===== src/replayPkg.sv =====
// Replay queue package
// Sizes, payload types, the op-kind enum and the flush range check shared
// by every stage of the replay queue
`default_nettype none

package replayPkg;

    localparam int QueueDepth = 16;
    localparam int MaxInterval = 7;
    // Records that can still arrive after the stall goes up
    localparam int RecordLatency = 3;
    localparam int AlmostFullLevel = QueueDepth - RecordLatency;
    localparam int MissSlots = 4;

    typedef logic [$clog2(QueueDepth)-1:0] QueueIdx;
    typedef logic [$clog2(QueueDepth):0] QueueCount;
    typedef logic [$clog2(MaxInterval+1)-1:0] IntervalT;
    typedef logic [5:0] AlPtr;
    typedef logic [$clog2(MissSlots)-1:0] MissSlotIdx;
    typedef logic [7:0] OpTag;

    typedef enum logic [1:0] {
        opInt   = 2'd0,
        opLoad  = 2'd1,
        opStore = 2'd2
    } OpKind;

    // Head is inclusive and tail exclusive, the range may wrap past zero
    function automatic logic inFlushRange(input AlPtr head, input AlPtr tail, input AlPtr ptr);
        if (head <= tail) begin
            return (ptr >= head) && (ptr < tail);
        end else begin
            return (ptr >= head) || (ptr < tail);
        end
    endfunction

endpackage

`default_nettype wire

===== src/replayQueueTop.sv =====
// Replay queue top level
// Chains the record stage, the queue storage, the release stage and the
// output flush filter
`default_nettype none

module replayQueueTop (
    input  wire logic                          clk,
    input  wire logic                          rstN,
    input  wire logic                          recValid,
    input  wire replayPkg::OpKind              recKind,
    input  wire replayPkg::OpTag               recTag,
    input  wire replayPkg::AlPtr               recAlPtr,
    input  wire logic                          recWaitMiss,
    input  wire replayPkg::MissSlotIdx         recMissSlot,
    input  wire logic [replayPkg::MissSlots-1:0] missReady,
    input  wire logic                          flushReq,
    input  wire replayPkg::AlPtr               flushHead,
    input  wire replayPkg::AlPtr               flushTail,
    output logic                               replayValid,
    output replayPkg::OpKind                   replayKind,
    output replayPkg::OpTag                    replayTag,
    output replayPkg::AlPtr                    replayAlPtr,
    output logic                               stallUpper,
    output logic                               flushedOpExist
);

    logic pushEn;
    logic pushOpValid;
    replayPkg::IntervalT pushInterval;
    logic pushTaken;
    logic anyValidOps;

    logic headPresent;
    logic headOpValid;
    replayPkg::IntervalT headInterval;
    replayPkg::OpKind headKind;
    replayPkg::OpTag headTag;
    replayPkg::AlPtr headAlPtr;
    logic headWaitMiss;
    replayPkg::MissSlotIdx headMissSlot;
    replayPkg::QueueCount entryCount;
    logic almostFull;
    logic popEn;

    replayRecord record (
        .clk          (clk),
        .rstN         (rstN),
        .recValid     (recValid),
        .pushTaken    (pushTaken),
        .anyValidOps  (anyValidOps),
        .pushEn       (pushEn),
        .pushOpValid  (pushOpValid),
        .pushInterval (pushInterval)
    );

    replayStore store (
        .clk          (clk),
        .rstN         (rstN),
        .pushEn       (pushEn),
        .pushOpValid  (pushOpValid),
        .pushInterval (pushInterval),
        .pushKind     (recKind),
        .pushTag      (recTag),
        .pushAlPtr    (recAlPtr),
        .pushWaitMiss (recWaitMiss),
        .pushMissSlot (recMissSlot),
        .popEn        (popEn),
        .pushTaken    (pushTaken),
        .anyValidOps  (anyValidOps),
        .headPresent  (headPresent),
        .headOpValid  (headOpValid),
        .headInterval (headInterval),
        .headKind     (headKind),
        .headTag      (headTag),
        .headAlPtr    (headAlPtr),
        .headWaitMiss (headWaitMiss),
        .headMissSlot (headMissSlot),
        .entryCount   (entryCount),
        .almostFull   (almostFull)
    );

    replayRelease releaseStage (
        .clk          (clk),
        .rstN         (rstN),
        .headPresent  (headPresent),
        .headOpValid  (headOpValid),
        .headInterval (headInterval),
        .headKind     (headKind),
        .headWaitMiss (headWaitMiss),
        .headMissSlot (headMissSlot),
        .missReady    (missReady),
        .popEn        (popEn)
    );

    replayFlushFilter filter (
        .clk            (clk),
        .rstN           (rstN),
        .popEn          (popEn),
        .headOpValid    (headOpValid),
        .headKind       (headKind),
        .headTag        (headTag),
        .headAlPtr      (headAlPtr),
        .entryCount     (entryCount),
        .almostFull     (almostFull),
        .flushReq       (flushReq),
        .flushHead      (flushHead),
        .flushTail      (flushTail),
        .replayValid    (replayValid),
        .replayKind     (replayKind),
        .replayTag      (replayTag),
        .replayAlPtr    (replayAlPtr),
        .stallUpper     (stallUpper),
        .flushedOpExist (flushedOpExist)
    );

endmodule

`default_nettype wire


===== src/replayFlushFilter.sv =====
// Replay queue output and flush filter
// Registers each popped op, suppresses ops inside a flushed active-list
// range while entries from before the flush drain, and drives the stall
`default_nettype none

module replayFlushFilter (
    input  wire logic                   clk,
    input  wire logic                   rstN,
    input  wire logic                   popEn,
    input  wire logic                   headOpValid,
    input  wire replayPkg::OpKind       headKind,
    input  wire replayPkg::OpTag        headTag,
    input  wire replayPkg::AlPtr        headAlPtr,
    input  wire replayPkg::QueueCount   entryCount,
    input  wire logic                   almostFull,
    input  wire logic                   flushReq,
    input  wire replayPkg::AlPtr        flushHead,
    input  wire replayPkg::AlPtr        flushTail,
    output logic                        replayValid,
    output replayPkg::OpKind            replayKind,
    output replayPkg::OpTag             replayTag,
    output replayPkg::AlPtr             replayAlPtr,
    output logic                        stallUpper,
    output logic                        flushedOpExist
);

    logic popReg;
    logic replayReg;
    replayPkg::OpKind kindReg;
    replayPkg::OpTag tagReg;
    replayPkg::AlPtr alPtrReg;

    // Entries still queued from before the flush
    replayPkg::QueueCount window;
    replayPkg::AlPtr rangeHead;
    replayPkg::AlPtr rangeTail;
    logic flushedByWindow;
    logic flushedNow;

    assign flushedByWindow = (window != '0)
                          && replayPkg::inFlushRange(rangeHead, rangeTail, alPtrReg);
    // The op already in the output register is checked against the new range
    assign flushedNow = flushReq && replayPkg::inFlushRange(flushHead, flushTail, alPtrReg);

    assign replayValid = replayReg && !flushedByWindow && !flushedNow;
    assign replayKind = kindReg;
    assign replayTag = tagReg;
    assign replayAlPtr = alPtrReg;
    assign stallUpper = replayReg || almostFull;
    assign flushedOpExist = (window != '0);

    always_ff @(posedge clk) begin
        if (popEn) begin
            kindReg <= headKind;
            tagReg <= headTag;
            alPtrReg <= headAlPtr;
        end
        if (flushReq) begin
            rangeHead <= flushHead;
            rangeTail <= flushTail;
        end
    end

    // Every pop counts down the window, bubbles included, so it always drains
    always_ff @(posedge clk or negedge rstN) begin
        if (!rstN) begin
            popReg <= 1'b0;
            replayReg <= 1'b0;
            window <= '0;
        end else begin
            popReg <= popEn;
            replayReg <= popEn && headOpValid;
            if (flushReq) begin
                window <= entryCount;
            end else if (popReg && (window != '0)) begin
                window <= window - replayPkg::QueueCount'(1);
            end
        end
    end

    // Window never outlasts the entries queued before the flush
    windowWithinQueue: assert property (@(posedge clk) disable iff (!rstN)
        window <= entryCount + replayPkg::QueueCount'(popReg))
        else $error("flush window larger than the entries left in the queue");

endmodule

`default_nettype wire


===== src/replayRelease.sv =====
// Replay queue release stage
// Pops the head once the cycles since the last pop reach its recorded gap,
// and holds a load whose miss slot has not yet received its data
`default_nettype none

module replayRelease (
    input  wire logic                          clk,
    input  wire logic                          rstN,
    input  wire logic                          headPresent,
    input  wire logic                          headOpValid,
    input  wire replayPkg::IntervalT           headInterval,
    input  wire replayPkg::OpKind              headKind,
    input  wire logic                          headWaitMiss,
    input  wire replayPkg::MissSlotIdx         headMissSlot,
    input  wire logic [replayPkg::MissSlots-1:0] missReady,
    output logic                               popEn
);

    replayPkg::IntervalT gapCount;
    logic gapReached;
    logic loadHeld;

    assign gapReached = (gapCount >= headInterval);

    // Only a real load that missed can wait, bubbles never do
    assign loadHeld = headOpValid
                   && (headKind == replayPkg::opLoad)
                   && headWaitMiss
                   && !missReady[headMissSlot];

    assign popEn = headPresent && gapReached && !loadHeld;

    // While a load is held the counter saturates, so the head goes out as
    // soon as its slot is ready and the following gaps stay as recorded
    always_ff @(posedge clk or negedge rstN) begin
        if (!rstN) begin
            gapCount <= replayPkg::IntervalT'(replayPkg::MaxInterval);
        end else if (popEn) begin
            gapCount <= '0;
        end else if (gapCount < replayPkg::IntervalT'(replayPkg::MaxInterval)) begin
            gapCount <= gapCount + replayPkg::IntervalT'(1);
        end
    end

endmodule

`default_nettype wire


===== src/replayStore.sv =====
// Replay queue storage
// Circular entry array with head and tail pointers, the entry count and the
// count of entries that carry a real op; the head is read combinationally
`default_nettype none

module replayStore (
    input  wire logic                    clk,
    input  wire logic                    rstN,
    input  wire logic                    pushEn,
    input  wire logic                    pushOpValid,
    input  wire replayPkg::IntervalT     pushInterval,
    input  wire replayPkg::OpKind        pushKind,
    input  wire replayPkg::OpTag         pushTag,
    input  wire replayPkg::AlPtr         pushAlPtr,
    input  wire logic                    pushWaitMiss,
    input  wire replayPkg::MissSlotIdx   pushMissSlot,
    input  wire logic                    popEn,
    output logic                         pushTaken,
    output logic                         anyValidOps,
    output logic                         headPresent,
    output logic                         headOpValid,
    output replayPkg::IntervalT          headInterval,
    output replayPkg::OpKind             headKind,
    output replayPkg::OpTag              headTag,
    output replayPkg::AlPtr              headAlPtr,
    output logic                         headWaitMiss,
    output replayPkg::MissSlotIdx        headMissSlot,
    output replayPkg::QueueCount         entryCount,
    output logic                         almostFull
);

    logic                  opValidMem  [replayPkg::QueueDepth];
    replayPkg::IntervalT   intervalMem [replayPkg::QueueDepth];
    replayPkg::OpKind      kindMem     [replayPkg::QueueDepth];
    replayPkg::OpTag       tagMem      [replayPkg::QueueDepth];
    replayPkg::AlPtr       alPtrMem    [replayPkg::QueueDepth];
    logic                  waitMissMem [replayPkg::QueueDepth];
    replayPkg::MissSlotIdx missSlotMem [replayPkg::QueueDepth];

    replayPkg::QueueIdx   headPtr;
    replayPkg::QueueIdx   tailPtr;
    replayPkg::QueueCount count;
    replayPkg::QueueCount countNext;
    replayPkg::QueueCount validCount;
    replayPkg::QueueCount validCountNext;

    assign pushTaken = pushEn && (count != replayPkg::QueueCount'(replayPkg::QueueDepth));
    assign headPresent = (count != '0);
    assign anyValidOps = (validCount != '0);
    assign entryCount = count;
    assign almostFull = (count >= replayPkg::QueueCount'(replayPkg::AlmostFullLevel));

    assign headOpValid = opValidMem[headPtr];
    assign headInterval = intervalMem[headPtr];
    assign headKind = kindMem[headPtr];
    assign headTag = tagMem[headPtr];
    assign headAlPtr = alPtrMem[headPtr];
    assign headWaitMiss = waitMissMem[headPtr];
    assign headMissSlot = missSlotMem[headPtr];

    always_ff @(posedge clk) begin
        if (pushTaken) begin
            opValidMem[tailPtr] <= pushOpValid;
            intervalMem[tailPtr] <= pushInterval;
            kindMem[tailPtr] <= pushKind;
            tagMem[tailPtr] <= pushTag;
            alPtrMem[tailPtr] <= pushAlPtr;
            waitMissMem[tailPtr] <= pushWaitMiss;
            missSlotMem[tailPtr] <= pushMissSlot;
        end
    end

    always_comb begin
        countNext = count;
        validCountNext = validCount;
        if (pushTaken) begin
            countNext = countNext + replayPkg::QueueCount'(1);
            if (pushOpValid) begin
                validCountNext = validCountNext + replayPkg::QueueCount'(1);
            end
        end
        if (popEn) begin
            countNext = countNext - replayPkg::QueueCount'(1);
            if (headOpValid) begin
                validCountNext = validCountNext - replayPkg::QueueCount'(1);
            end
        end
    end

    // Pointers wrap on their own since the depth is a power of two
    always_ff @(posedge clk or negedge rstN) begin
        if (!rstN) begin
            headPtr <= '0;
            tailPtr <= '0;
            count <= '0;
            validCount <= '0;
        end else begin
            if (pushTaken) begin
                tailPtr <= tailPtr + replayPkg::QueueIdx'(1);
            end
            if (popEn) begin
                headPtr <= headPtr + replayPkg::QueueIdx'(1);
            end
            count <= countNext;
            validCount <= validCountNext;
        end
    end

    // Release stage must only pop a present head
    popWhileEmpty: assert property (@(posedge clk) disable iff (!rstN)
        popEn |-> headPresent)
        else $error("replay queue popped while empty");

    // Environment must stop recording within the stall latency
    recordLostWhileFull: assert property (@(posedge clk) disable iff (!rstN)
        (pushEn && pushOpValid) |-> pushTaken)
        else $error("valid record lost while replay queue full");

endmodule

`default_nettype wire


===== src/replayRecord.sv =====
// Replay queue record stage
// Measures the gap since the last accepted push and issues a push for each
// recorded op, or a bubble entry while real ops are still queued
`default_nettype none

module replayRecord (
    input  wire logic              clk,
    input  wire logic              rstN,
    input  wire logic              recValid,
    input  wire logic              pushTaken,
    input  wire logic              anyValidOps,
    output logic                   pushEn,
    output logic                   pushOpValid,
    output replayPkg::IntervalT    pushInterval
);

    replayPkg::IntervalT gapCount;

    // Bubbles keep the spacing between ops that are already queued
    assign pushEn = recValid || anyValidOps;
    assign pushOpValid = recValid;
    assign pushInterval = gapCount;

    // Saturating count of cycles since the last push the store accepted
    always_ff @(posedge clk or negedge rstN) begin
        if (!rstN) begin
            gapCount <= replayPkg::IntervalT'(replayPkg::MaxInterval);
        end else if (pushTaken) begin
            gapCount <= '0;
        end else if (gapCount < replayPkg::IntervalT'(replayPkg::MaxInterval)) begin
            gapCount <= gapCount + replayPkg::IntervalT'(1);
        end
    end

endmodule

`default_nettype wire


===== config.mk =====
export PLATFORM = sky130hd
export DESIGN_NAME = replayQueueTop
export DESIGN_NICKNAME = d
export VERILOG_FILES = /design/src/replayPkg.sv /design/src/replayQueueTop.sv /design/src/replayFlushFilter.sv /design/src/replayRelease.sv /design/src/replayStore.sv /design/src/replayRecord.sv
export SDC_FILE = /design/constraint.sdc
export NUM_CORES = 1
export LEC_CHECK = 0
export BUFFER_PORTS_ARGS = -buffer_cell sky130_fd_sc_hd__buf_2
export CELL_PAD_IN_SITES_DETAIL_PLACEMENT = 1
export CELL_PAD_IN_SITES_GLOBAL_PLACEMENT = 2
export CORE_MARGIN = 3
export CORE_UTILIZATION = 50
export CTS_CLUSTER_SIZE = 28
export DETAILED_ROUTE_END_ITERATION = 7
export HOLD_SLACK_MARGIN = 0.15
export MAX_ROUTING_LAYER = met4
export PLACE_DENSITY_LB_ADDON = 0.1
export SLEW_MARGIN = 20
export SYNTH_ARGS = -nofsm -noshare
export SYNTH_HDL_FRONTEND = slang
export SYNTH_SLANG_ARGS = --single-unit

===== constraint.sdc =====
create_clock -name clk -period 7.6 [get_ports clk]
set_clock_uncertainty 0.05 [all_clocks]
set_input_delay 0.76 -clock clk [delete_from_list [all_inputs] [get_ports clk]]
set_output_delay 0.76 -clock clk [all_outputs]
set_load 0.03 [all_outputs]

## After elaboration in Yosys (flattened, before gate mapping)

Memory sizes are Yosys's and may differ from the RTL's. A register that Yosys moved wholly into a read port is not among the register bits.
Index checks and enable logic that the tools add are counted.

- Bits of input ports: 39
- Bits in writable memories: 368
- Memories: 7
- Bits in registers: 45
- Output and inout port bits: 19
- Logic and storage cells: 87

Memory list:

| name | depth | bits a word | read ports | clocked after memory_dff | write ports | RTL line | source |
|---|---|---|---|---|---|---|---|
| store.tagMem | 16 | 8 | 1 | 1 | 1 | replayStore.sv:35 | `replayPkg::OpTag tagMem [replayPkg::QueueDepth];` |
| store.alPtrMem | 16 | 6 | 1 | 1 | 1 | replayStore.sv:36 | `replayPkg::AlPtr alPtrMem [replayPkg::QueueDepth];` |
| store.intervalMem | 16 | 3 | 1 | 0 | 1 | replayStore.sv:33 | `replayPkg::IntervalT intervalMem [replayPkg::QueueDepth];` |
| store.kindMem | 16 | 2 | 1 | 0 | 1 | replayStore.sv:34 | `replayPkg::OpKind kindMem [replayPkg::QueueDepth];` |
| store.missSlotMem | 16 | 2 | 1 | 0 | 1 | replayStore.sv:38 | `replayPkg::MissSlotIdx missSlotMem [replayPkg::QueueDepth];` |
| store.opValidMem | 16 | 1 | 1 | 0 | 1 | replayStore.sv:32 | `logic opValidMem [replayPkg::QueueDepth];` |
| 1 more memories | - | - | - | - | - | - |  |

- Eq/ne operators: 2
- Reduce and logical (&&, ||, !) cells: 28
- Order comparisons: 11
- Mux-type cells: 18
- $add $sub $neg: 9

Operators with widths:

| cell | count |
|---|---|
| $mux W5 | 8 |
| $reduce_bool A5 Y1 | 3 |
| $sub A5 B1 Y5 const B | 3 |
| $logic_and A1 B1 Y1 | 14 |
| $ge A6 B6 Y1 | 2 |
| $le A6 B6 Y1 | 2 |
| $lt A6 B6 Y1 | 2 |
| $mux W3 | 4 |
| $add A5 B1 Y5 const B | 2 |
| $add A4 B1 Y4 const B | 2 |
| $add A3 B1 Y3 const B | 2 |
| $lt A3 B3 Y1 const B | 2 |
| $reduce_bool A2 Y1 | 3 |
| $ge A5 B4 Y1 const B | 1 |
| $mux W1 | 5 |
| $ne A5 B5 Y1 const B | 1 |
| $logic_not A1 Y1 | 4 |
| $logic_or A1 B1 Y1 | 4 |
| $ge A3 B3 Y1 | 1 |
| $lt A2 B3 Y1 const B | 1 |
| $bmux W1 S2 | 1 |
| $eq A2 B1 Y1 const B | 1 |

## Longest topological paths before layout

Gate-level depths: netlist (run 1).
An unclocked memory read counts as a cell.

- Depth in word-level cells: 8
- Mapped depth: 16
- Gate-level depth less buffers: 11

## Modules after synthesis

A second synthesis (run 1) with hierarchy kept.

- Cells, all modules: 864
- Area total of the unflattened synthesis: 17606.9 um2

Modules (own cells, without submodules):

| module | times used | cells an instance | area an instance (um2) | seq. area each (um2) |
|---|---|---|---|---|
| replayStore | 1 | 654 | 15170.8 | 11501.0 |
| replayFlushFilter | 1 | 171 | 2038.2 | 1016.0 |
| replayRelease | 1 | 26 | 256.5 | 78.8 |
| replayRecord | 1 | 13 | 141.4 | 78.8 |

## Worst setup path after synthesis (run 1)

OpenSTA, ideal clock, no wires.

- Path type: register -> register
- From: register store.headPtr[0]
- To: register store.count[4] (netlist: store.entryCount[4])
- Required time: 7.425 ns
- Period minus slack after synthesis: 4.114 ns
- Path buffers: 5
- Data arrival time: 3.939 ns
- Setup slack: 3.486 ns
- Stages on the path, launching flop included: 17
- Setup time: 0.125 ns
- Cell sequence: dfrtp_1 > buf_4 > buf_6 > buf_2 > buf_1 > mux4_2 > mux4_2 > ha_1 > nand2b_1 > a21o_1 > a21oi_1 > a31oi_1 > inv_1 > a31oi_2 > buf_4 > nand4_1 > xnor2_1

- Cells in the longest elaborated chain, start to end: 8
- Elaborated cells between the ends (all ways): 17
- Classes of those cells: order compare: 1; eq/ne: 1; mux: 3; reduce/logical: 7; memory: 5

RTL lines:

| what | RTL line | source |
|---|---|---|
| from (decl) | replayStore.sv:40 | `replayPkg::QueueIdx headPtr;` |
| from (signal assigned) | replayStore.sv:102 | `headPtr <= headPtr + replayPkg::QueueIdx'(1);` |
| $mem_v2 Z16 W2, on equally long branches | - |  |
| $bmux W1 S2 or $eq A2 B1 Y1 (tied branches) | replayRelease.sv:29, replayRelease.sv:27 |  |
| $mux W1 (implied by the code) or $logic_and A1 B1 Y1 (tied branches) | replayRelease.sv:29, replayRelease.sv:27 |  |
| $logic_not A1 Y1 or $logic_and A1 B1 Y1 (tied branches) | replayRelease.sv:29, replayRelease.sv:28 |  |
| $logic_and A1 B1 Y1 | replayRelease.sv:29 | `&& !missReady[headMissSlot];` |
| $logic_not A1 Y1 | replayRelease.sv:31 | `assign popEn = headPresent && gapReached && !loadHeld;` |
| $logic_and A1 B1 Y1 (*) | replayRelease.sv:31 |  |
| via filter.popEn | replayFlushFilter.sv:9 | `input wire logic popEn,` |
| $mux W5 (*) | replayStore.sv:82 | `if (popEn) begin` |
| via store.countNext[4] | replayStore.sv:43 | `replayPkg::QueueCount countNext;` |
| to (signal assigned) | replayStore.sv:104 | `count <= countNext;` |
| to (decl) | replayStore.sv:42 | `replayPkg::QueueCount count;` |

Mark *: on every way through the listed nets, which the timed path passes. The rest lies on a longest branch. The select of a mux whose other input is x is not followed.
A chain may end at the register's enable or synchronous reset.

## Final worst setup path (run 1)

- From: register store.headPtr[0]
- To: register store.headPtr[1]

- Cells in the longest elaborated chain, start to end: 7
- Elaborated cells between the ends (all ways): 17
- Classes of those cells: add/sub: 1; order compare: 1; eq/ne: 1; mux: 2; reduce/logical: 7; memory: 5

RTL lines:

| what | RTL line |
|---|---|
| $mem_v2 Z16 W2, on equally long branches | - |
| $bmux W1 S2 or $eq A2 B1 Y1 (tied branches) | replayRelease.sv:29, replayRelease.sv:27 |
| $mux W1 (implied by the code) or $logic_and A1 B1 Y1 (tied branches) | replayRelease.sv:29, replayRelease.sv:27 |
| $logic_not A1 Y1 or $logic_and A1 B1 Y1 (tied branches) | replayRelease.sv:29, replayRelease.sv:28 |
| $logic_and A1 B1 Y1 | replayRelease.sv:29 |
| $logic_not A1 Y1 | replayRelease.sv:31 |
| $logic_and A1 B1 Y1 | replayRelease.sv:31 |

Several ways; a longest one is shown, not always the timed one. The select of a mux whose other input is x is not followed.

==> results of run 1 <==
report_power, final:
group / leakage [uW] / total (uW) / switching (uW) / internal, uW
clock: 0.000742 / 2220 / 886 / 1340
combinational: 0.00228 / 2710 / 1490 / 1220
sequential: 0.00398 / 3550 / 358 / 3190
total: 0.00701 / 8480 / 2740 / 5750
worst max-delay path: stages (launching register included):
cell and delay (ns):
dfrtp_4 0.83, buf_4 0.59, mux4_2 0.58, mux4_2 0.49, and3b_1 0.28, a31oi_4 0.63
buf_16 0.24, mux2_1 0.32
synthesized netlist by cell type, types with 7 or more instances:
| master | number | area share |
|---|---|---|
| buf_1 | 9 | 0.0019 |
| nor2_1 | 16 | 0.0034 |
| and3_1 | 7 | 0.0025 |
| edfxtp_1 | 396 | 0.68 |
| and2_1 | 14 | 0.0050 |
| o21ai_0 | 13 | 0.0037 |
| dfrtp_1 | 25 | 0.036 |
| mux4_2 | 104 | 0.13 |
| nor2b_1 | 8 | 0.0029 |
| inv_1 | 42 | 0.0090 |
| xor2_1 | 11 | 0.0055 |
| nand3_1 | 9 | 0.0026 |
| a21oi_1 | 7 | 0.0020 |
| clkbuf_1 | 16 | 0.0034 |
| ha_1 | 52 | 0.037 |
| mux2i_1 | 13 | 0.0074 |
| a21o_1 | 20 | 0.0086 |
| nand2_1 | 23 | 0.0049 |
| xnor2_1 | 17 | 0.0085 |
| nand4_1 | 8 | 0.0029 |
sequential cells by signal, summed over array words and instances, names as in the netlist, 6 cells and up:
name                count
filter.rangeHead        6
filter.rangeTail        6
filter.replayAlPtr      6
filter.replayTag        8
store.alPtrMem         96
store.intervalMem      48
store.kindMem          32
store.missSlotMem      32
store.opValidMem       16
store.tagMem          128
store.waitMissMem      16
worst paths after layout:
path	endpoint	from	cells after the start	slack (ns)
max in group asynchronous	store.headPtr[0]	rstN	1	6.60
min in group clk	filter.rangeTail[4]	flushTail[4]	1	0.37
worst max register to register	store.headPtr[1]	store.headPtr[0]	7	3.43
worst min-delay path	store.validCount[3]	rstN	1	0.27
worst min register to register	releaseStage.gapCount[0]	releaseStage.gapCount[2]	2	0.45
worst max-delay path	store.headPtr[1]	store.headPtr[0]	7	3.43
layout make-up:
class | instances | area [um^2]
inverters | 42 | 158
multi-input cells | 378 | 4560
clock buffers | 57 | 1220
repair buffers | 79 | 470
flip-flops and latches | 427 | 12700
well taps | 448 | 561
clock inverters | 22 | 285
fillers | 2948 | 14100
layer usage:
| layer | global-route usage | share of wire | wire [um] | vias to the layer above |
|---|---|---|---|---|
| met2 | 0.375 | 0.52 | 20500 | 217 |
| met4 | 0.0563 | 0.020 | 792 | 0 |
| met3 | 0.0337 | 0.045 | 1800 | 63 |
| met1 | 0.291 | 0.42 | 16600 | 4606 |
| met5 | - | 0 | 0 | - |
| li1 | - | - | - | 3749 |
cell families (layout without fill, tap and decap cells):
family                     Yosys count  after routing  synth area share
adders and majority gates           54             54            0.0382
and+or+nand+nor                    102            102            0.0310
AOI/OAI and AO/OA                   72             72            0.0304
muxes                              122            122             0.146
DFF                                427            427             0.722
xor gates and xnor gates            28             28            0.0140
buffers and inverters               77            200            0.0183
metrics by stage:
step	utilization	hold slack [ns]	instances	area [um^2]
floorplan	-	0.414	882	17500
global placement	0.541	0.446	1373	18400
detailed placement	0.542	0.464	1374	18400
CTS	0.586	0.271	1453	19900
global route	0.586	0.323	1453	19900
finish	0.586	0.268	1453	19900
==> impl_metrics.yaml, run 1 <==
finish:
  drive_above_1_share: 0.271
  finalNetCount: 1062
  antenna_cells: 0
  layout_commonest_cell: "edfxtp_1"
  final_cell_mix: "edfxtp_1, mux4_2, buf_2"
  areaGrowthSynthToFinish_pct: 13.6
worst_setup_path:
  cp-start-kind: "flop"
  crit_fanout: 33
  required_ns: 8.00
  cp.arrival_ns: 4.57
  critical_path_class: "flop to flop"
  setup.worst_path.end_class: "flop"
placement:
  dp_hpwl_mm: 24.0
  pre_cts_slack_ns: 3.34
  place_congestion: 0.779
  port_buffers: 57
synth:
  ys_seq_area_frac: 0.722
  synth_seq_cells: 427
  synth_flop_cell: "edfxtp_1"
  netlist_area_um2: 17500
  synth_cells: 882
  ys_async_sr_fraction: 0.0726
  synth_nets: 973
  synth.distinct_cells: 50
  synth-edff-count: 396
  avgSynthCellArea_um2: 19.9
  yosys_warnings: 0
routing:
  drtIter0Drc: 615
  drt-pass1-iter-count: 7
  vias: 8635
  detail-route-antenna-nets: 0
  totalWireLength_mm: 39.6
  routedWlPerCell_um: 27.3
  drc: 0
  viasPerCell: 5.94
sta:
  rsz0062_at_grt: "false"
  tns_ns: 0
  fmax_ghz: 0.240
  period_share: 0.548
  worst_pin_slew_ns: 0.924
  finalMaxSlewViolations: 0
  setup_viol: 0
  finalHoldViolCount: 0
  setup_ws_ns: 3.43
  relSlewSlack: 0.384
  min_period_ns: 4.17
power:
  vdd_drop_max_v: 0.000354
  p_leak_uw: 0.00701
  power_uw: 8480
  power_density_nw_per_um2: 426
floorplanning:
  rows: 67
  initial_utilization: 0.516
  die_w_um: 193
  core_area_um2: 34000
  ios: 58
  die-area_um2: 37400
  dieHeight_um: 193
clocking:
  clockRootBuffer: "clkbuf_16"
  tritoncts: "done"
  clkSlewWorstSetupHoldPaths_ns: 0.06
  insertion_delay_ns: 0.57
  cts_inserted_buffers: 43
  clockBufferDepth: 3
  cts_setup_buffers: 0
  h-tree-depth: 2
  cts-resized-gates: 0
  cts.sinks: 427
  ctsHoldBuffers: 0
run_status:
  status: "finished clean"
global_routing:
  overflow: 0
  antenna_found_initial: 0
  first_global_vias: 9556
  grt_max_degree: 51
  grt_pass1_wl_mm: 60.7
  track_usage: 0.223
worst_hold_path:
  hold_class: "primary input to asynchronous set/reset pin"
job:
  cap_violations: 0
(Power assumes the default switching activity.)
==> inputs of run 2 (changes only) <==
CORE_UTILIZATION = 44   (was 50)
clock period = 3.65 ns   (was 7.6 ns; I/O delays follow)
==> impl_metrics.yaml, run 2 (synthesized netlist as in run 1, its figures left out) <==
run_status:
  status: "finished clean"
routing:
  detail-route-antenna-nets: 0
  routedWlPerCell_um: 25.7
  vias: 8702
  drtIter0Drc: 641
  drc: 0
  viasPerCell: 5.53
  drt-pass1-iter-count: 4
  totalWireLength_mm: 40.5
worst_setup_path:
  setup.worst_path.end_class: "flop"
  cpMostUsedCell: "mux4_2"
  critical_path_class: "flop to flop"
  worst_r2r_endpoint: "store.headPtr[1]"
  r2r-start: "store.headPtr[0]"
  cp-start-kind: "flop"
  path_cells: "mux4_2, mux4_2, ha_1, nand2b_1, a21o_1, a21oi_2, a31oi_1, inv_1, a31oi_4, buf_12, mux2_1"
  max_stage_delay_ns: 0.51
  critPathLaunch: "store.headPtr[0]"
  required_ns: 4.06
  crit_fanout: 20
  cp.arrival_ns: 3.92
  reg2regPathDepth: 11
  slowest_stage: "mux4_2"
  r2r_slack_ns: 0.15
sta:
  fin_hold_ws_ns: 0.196
  relSlewSlack: 0.468
  min_period_ns: 3.50
  worst_pin_slew_ns: 0.798
  fmax_ghz: 0.285
  period_share: 0.960
  rsz0062_at_grt: "false"
  tns_ns: 0
  finalMaxSlewViolations: 0
  finalHoldViolCount: 0
  setup_viol: 0
finish:
  regMostFlops: "store.tagMem"
  largestRegisters: "store.tagMem (128), store.alPtrMem (96), store.intervalMem (48)"
  areaGrowthSynthToFinish_pct: 17.6
  finalNetCount: 1113
  nFillCells: 3502
  antenna_cells: 0
  drive_above_1_share: 0.272
  largest_reg_flops: 128
  layout_commonest_cell: "edfxtp_1"
  final_cell_mix: "edfxtp_1, mux4_2, buf_2"
floorplanning:
  rows: 72
  core_area_um2: 39000
  die-area_um2: 42300
  initial_utilization: 0.450
  dieHeight_um: 206
  die_w_um: 206
  ios: 58
clocking:
  clockRootBuffer: "clkbuf_16"
  cts.sinks: 427
  cts_inserted_buffers: 45
  clkSlewWorstSetupHoldPaths_ns: 0.06
  insertion_delay_ns: 0.59
  tritoncts: "done"
  clockBufferDepth: 3
  h-tree-depth: 2
global_routing:
  antenna_found_initial: 0
  track_usage: 0.204
  overflow: 0
  grt_pass1_wl_mm: 60.9
  grt_max_degree: 40
  first_global_vias: 9503
power:
  power_density_nw_per_um2: 873
  p_leak_uw: 0.00724
  vdd_drop_max_v: 0.000514
placement:
  dp_hpwl_mm: 24.3
  place_congestion: 0.814
  port_buffers: 57
worst_hold_path:
  min_to: "store.opValidMem[6]"
  hold_depth: 1
  hold_start: "recValid"
  hold_class: "primary input to flop"
job:
  cap_violations: 0
[run 2: cell count changes in the layout (fill, tap and decap cells not counted), moves of 8 or more]
cell / delta
clkinv_1: +8
dlygate4sd3_1: +32
clkbuf_8: -9
buf_12: +16
[run 2: how the worst max path moves through the flow]
stage | endpoint | slack [ns]
floorplan | store.entryCount[4] | 0.02
global placement | store.headPtr[1] | 0.23
detailed placement | store.headPtr[1] | 0.11
CTS | replayValid | 0.001
global route | store.validCount[1] | 0.01
finish | store.headPtr[1] | 0.15
[run 2: per-layer routing]
| metal | share of wire | global-route usage | vias up |
|---|---|---|---|
| met2 | 0.52 | 0.345 | 163 |
| li1 | - | - | 3844 |
| met1 | 0.42 | 0.260 | 4642 |
| met5 | 0 | - | - |
| met4 | 0.019 | 0.0542 | 0 |
| met3 | 0.039 | 0.0315 | 53 |
[run 2: per-stage QoR]
step                area (um^2)  worst slack, ns  power [uW]   util  std cells
floorplan                 17600           0.0159       11300      -        882
global route              20600           0.0112       19000  0.529       1575
CTS                       20600          0.00119       18200  0.529       1575
detailed placement        18800            0.114       13600  0.483       1460
global placement          18800            0.226       13300  0.483       1460
finish                    20600            0.146       18000  0.529       1575
[run 2: repair_timing]
| item | CTS | global route |
|---|---|---|
| pin swaps | 1 | 5 |
| endpoints found under the hold margin | 341 | 0 |
| cloned | 0 | 0 |
| endpoints found under the setup margin | 1 | 3 |
| gates resized for setup | 3 | 5 |
| setup buffers | 1 | 0 |
| hold buffers | 32 | 0 |
[run 2: layout make-up]
type	count	area, um^2	share of cell area
Inverter	42	158	0.00764
Timing Repair Buffer	128	1100	0.0535
Clock buffer	50	1140	0.0555
Sequential cell	427	12700	0.614
Clock inverter	32	320	0.0155
Tap cell	518	648	0.0314
Multi-Input combinational cell	378	4590	0.222
[run 2: critical path, delay by kind of cell (launching register included)]
family / cells / cell delay [ns]
flops: 1 / 0.49
mux: 3 / 1.35
compound gates: 4 / 0.69
buf+inv: 2 / 0.42
simple gates: 1 / 0.10
fa+ha+maj: 1 / 0.28
[run 2: power breakdown]
part	switching [uW]	internal [uW]	leakage, uW
registers	536	6640	0.00398
clock network	1910	2570	0.000708
logic	3550	2820	0.00255
total	5990	12000	0.00724
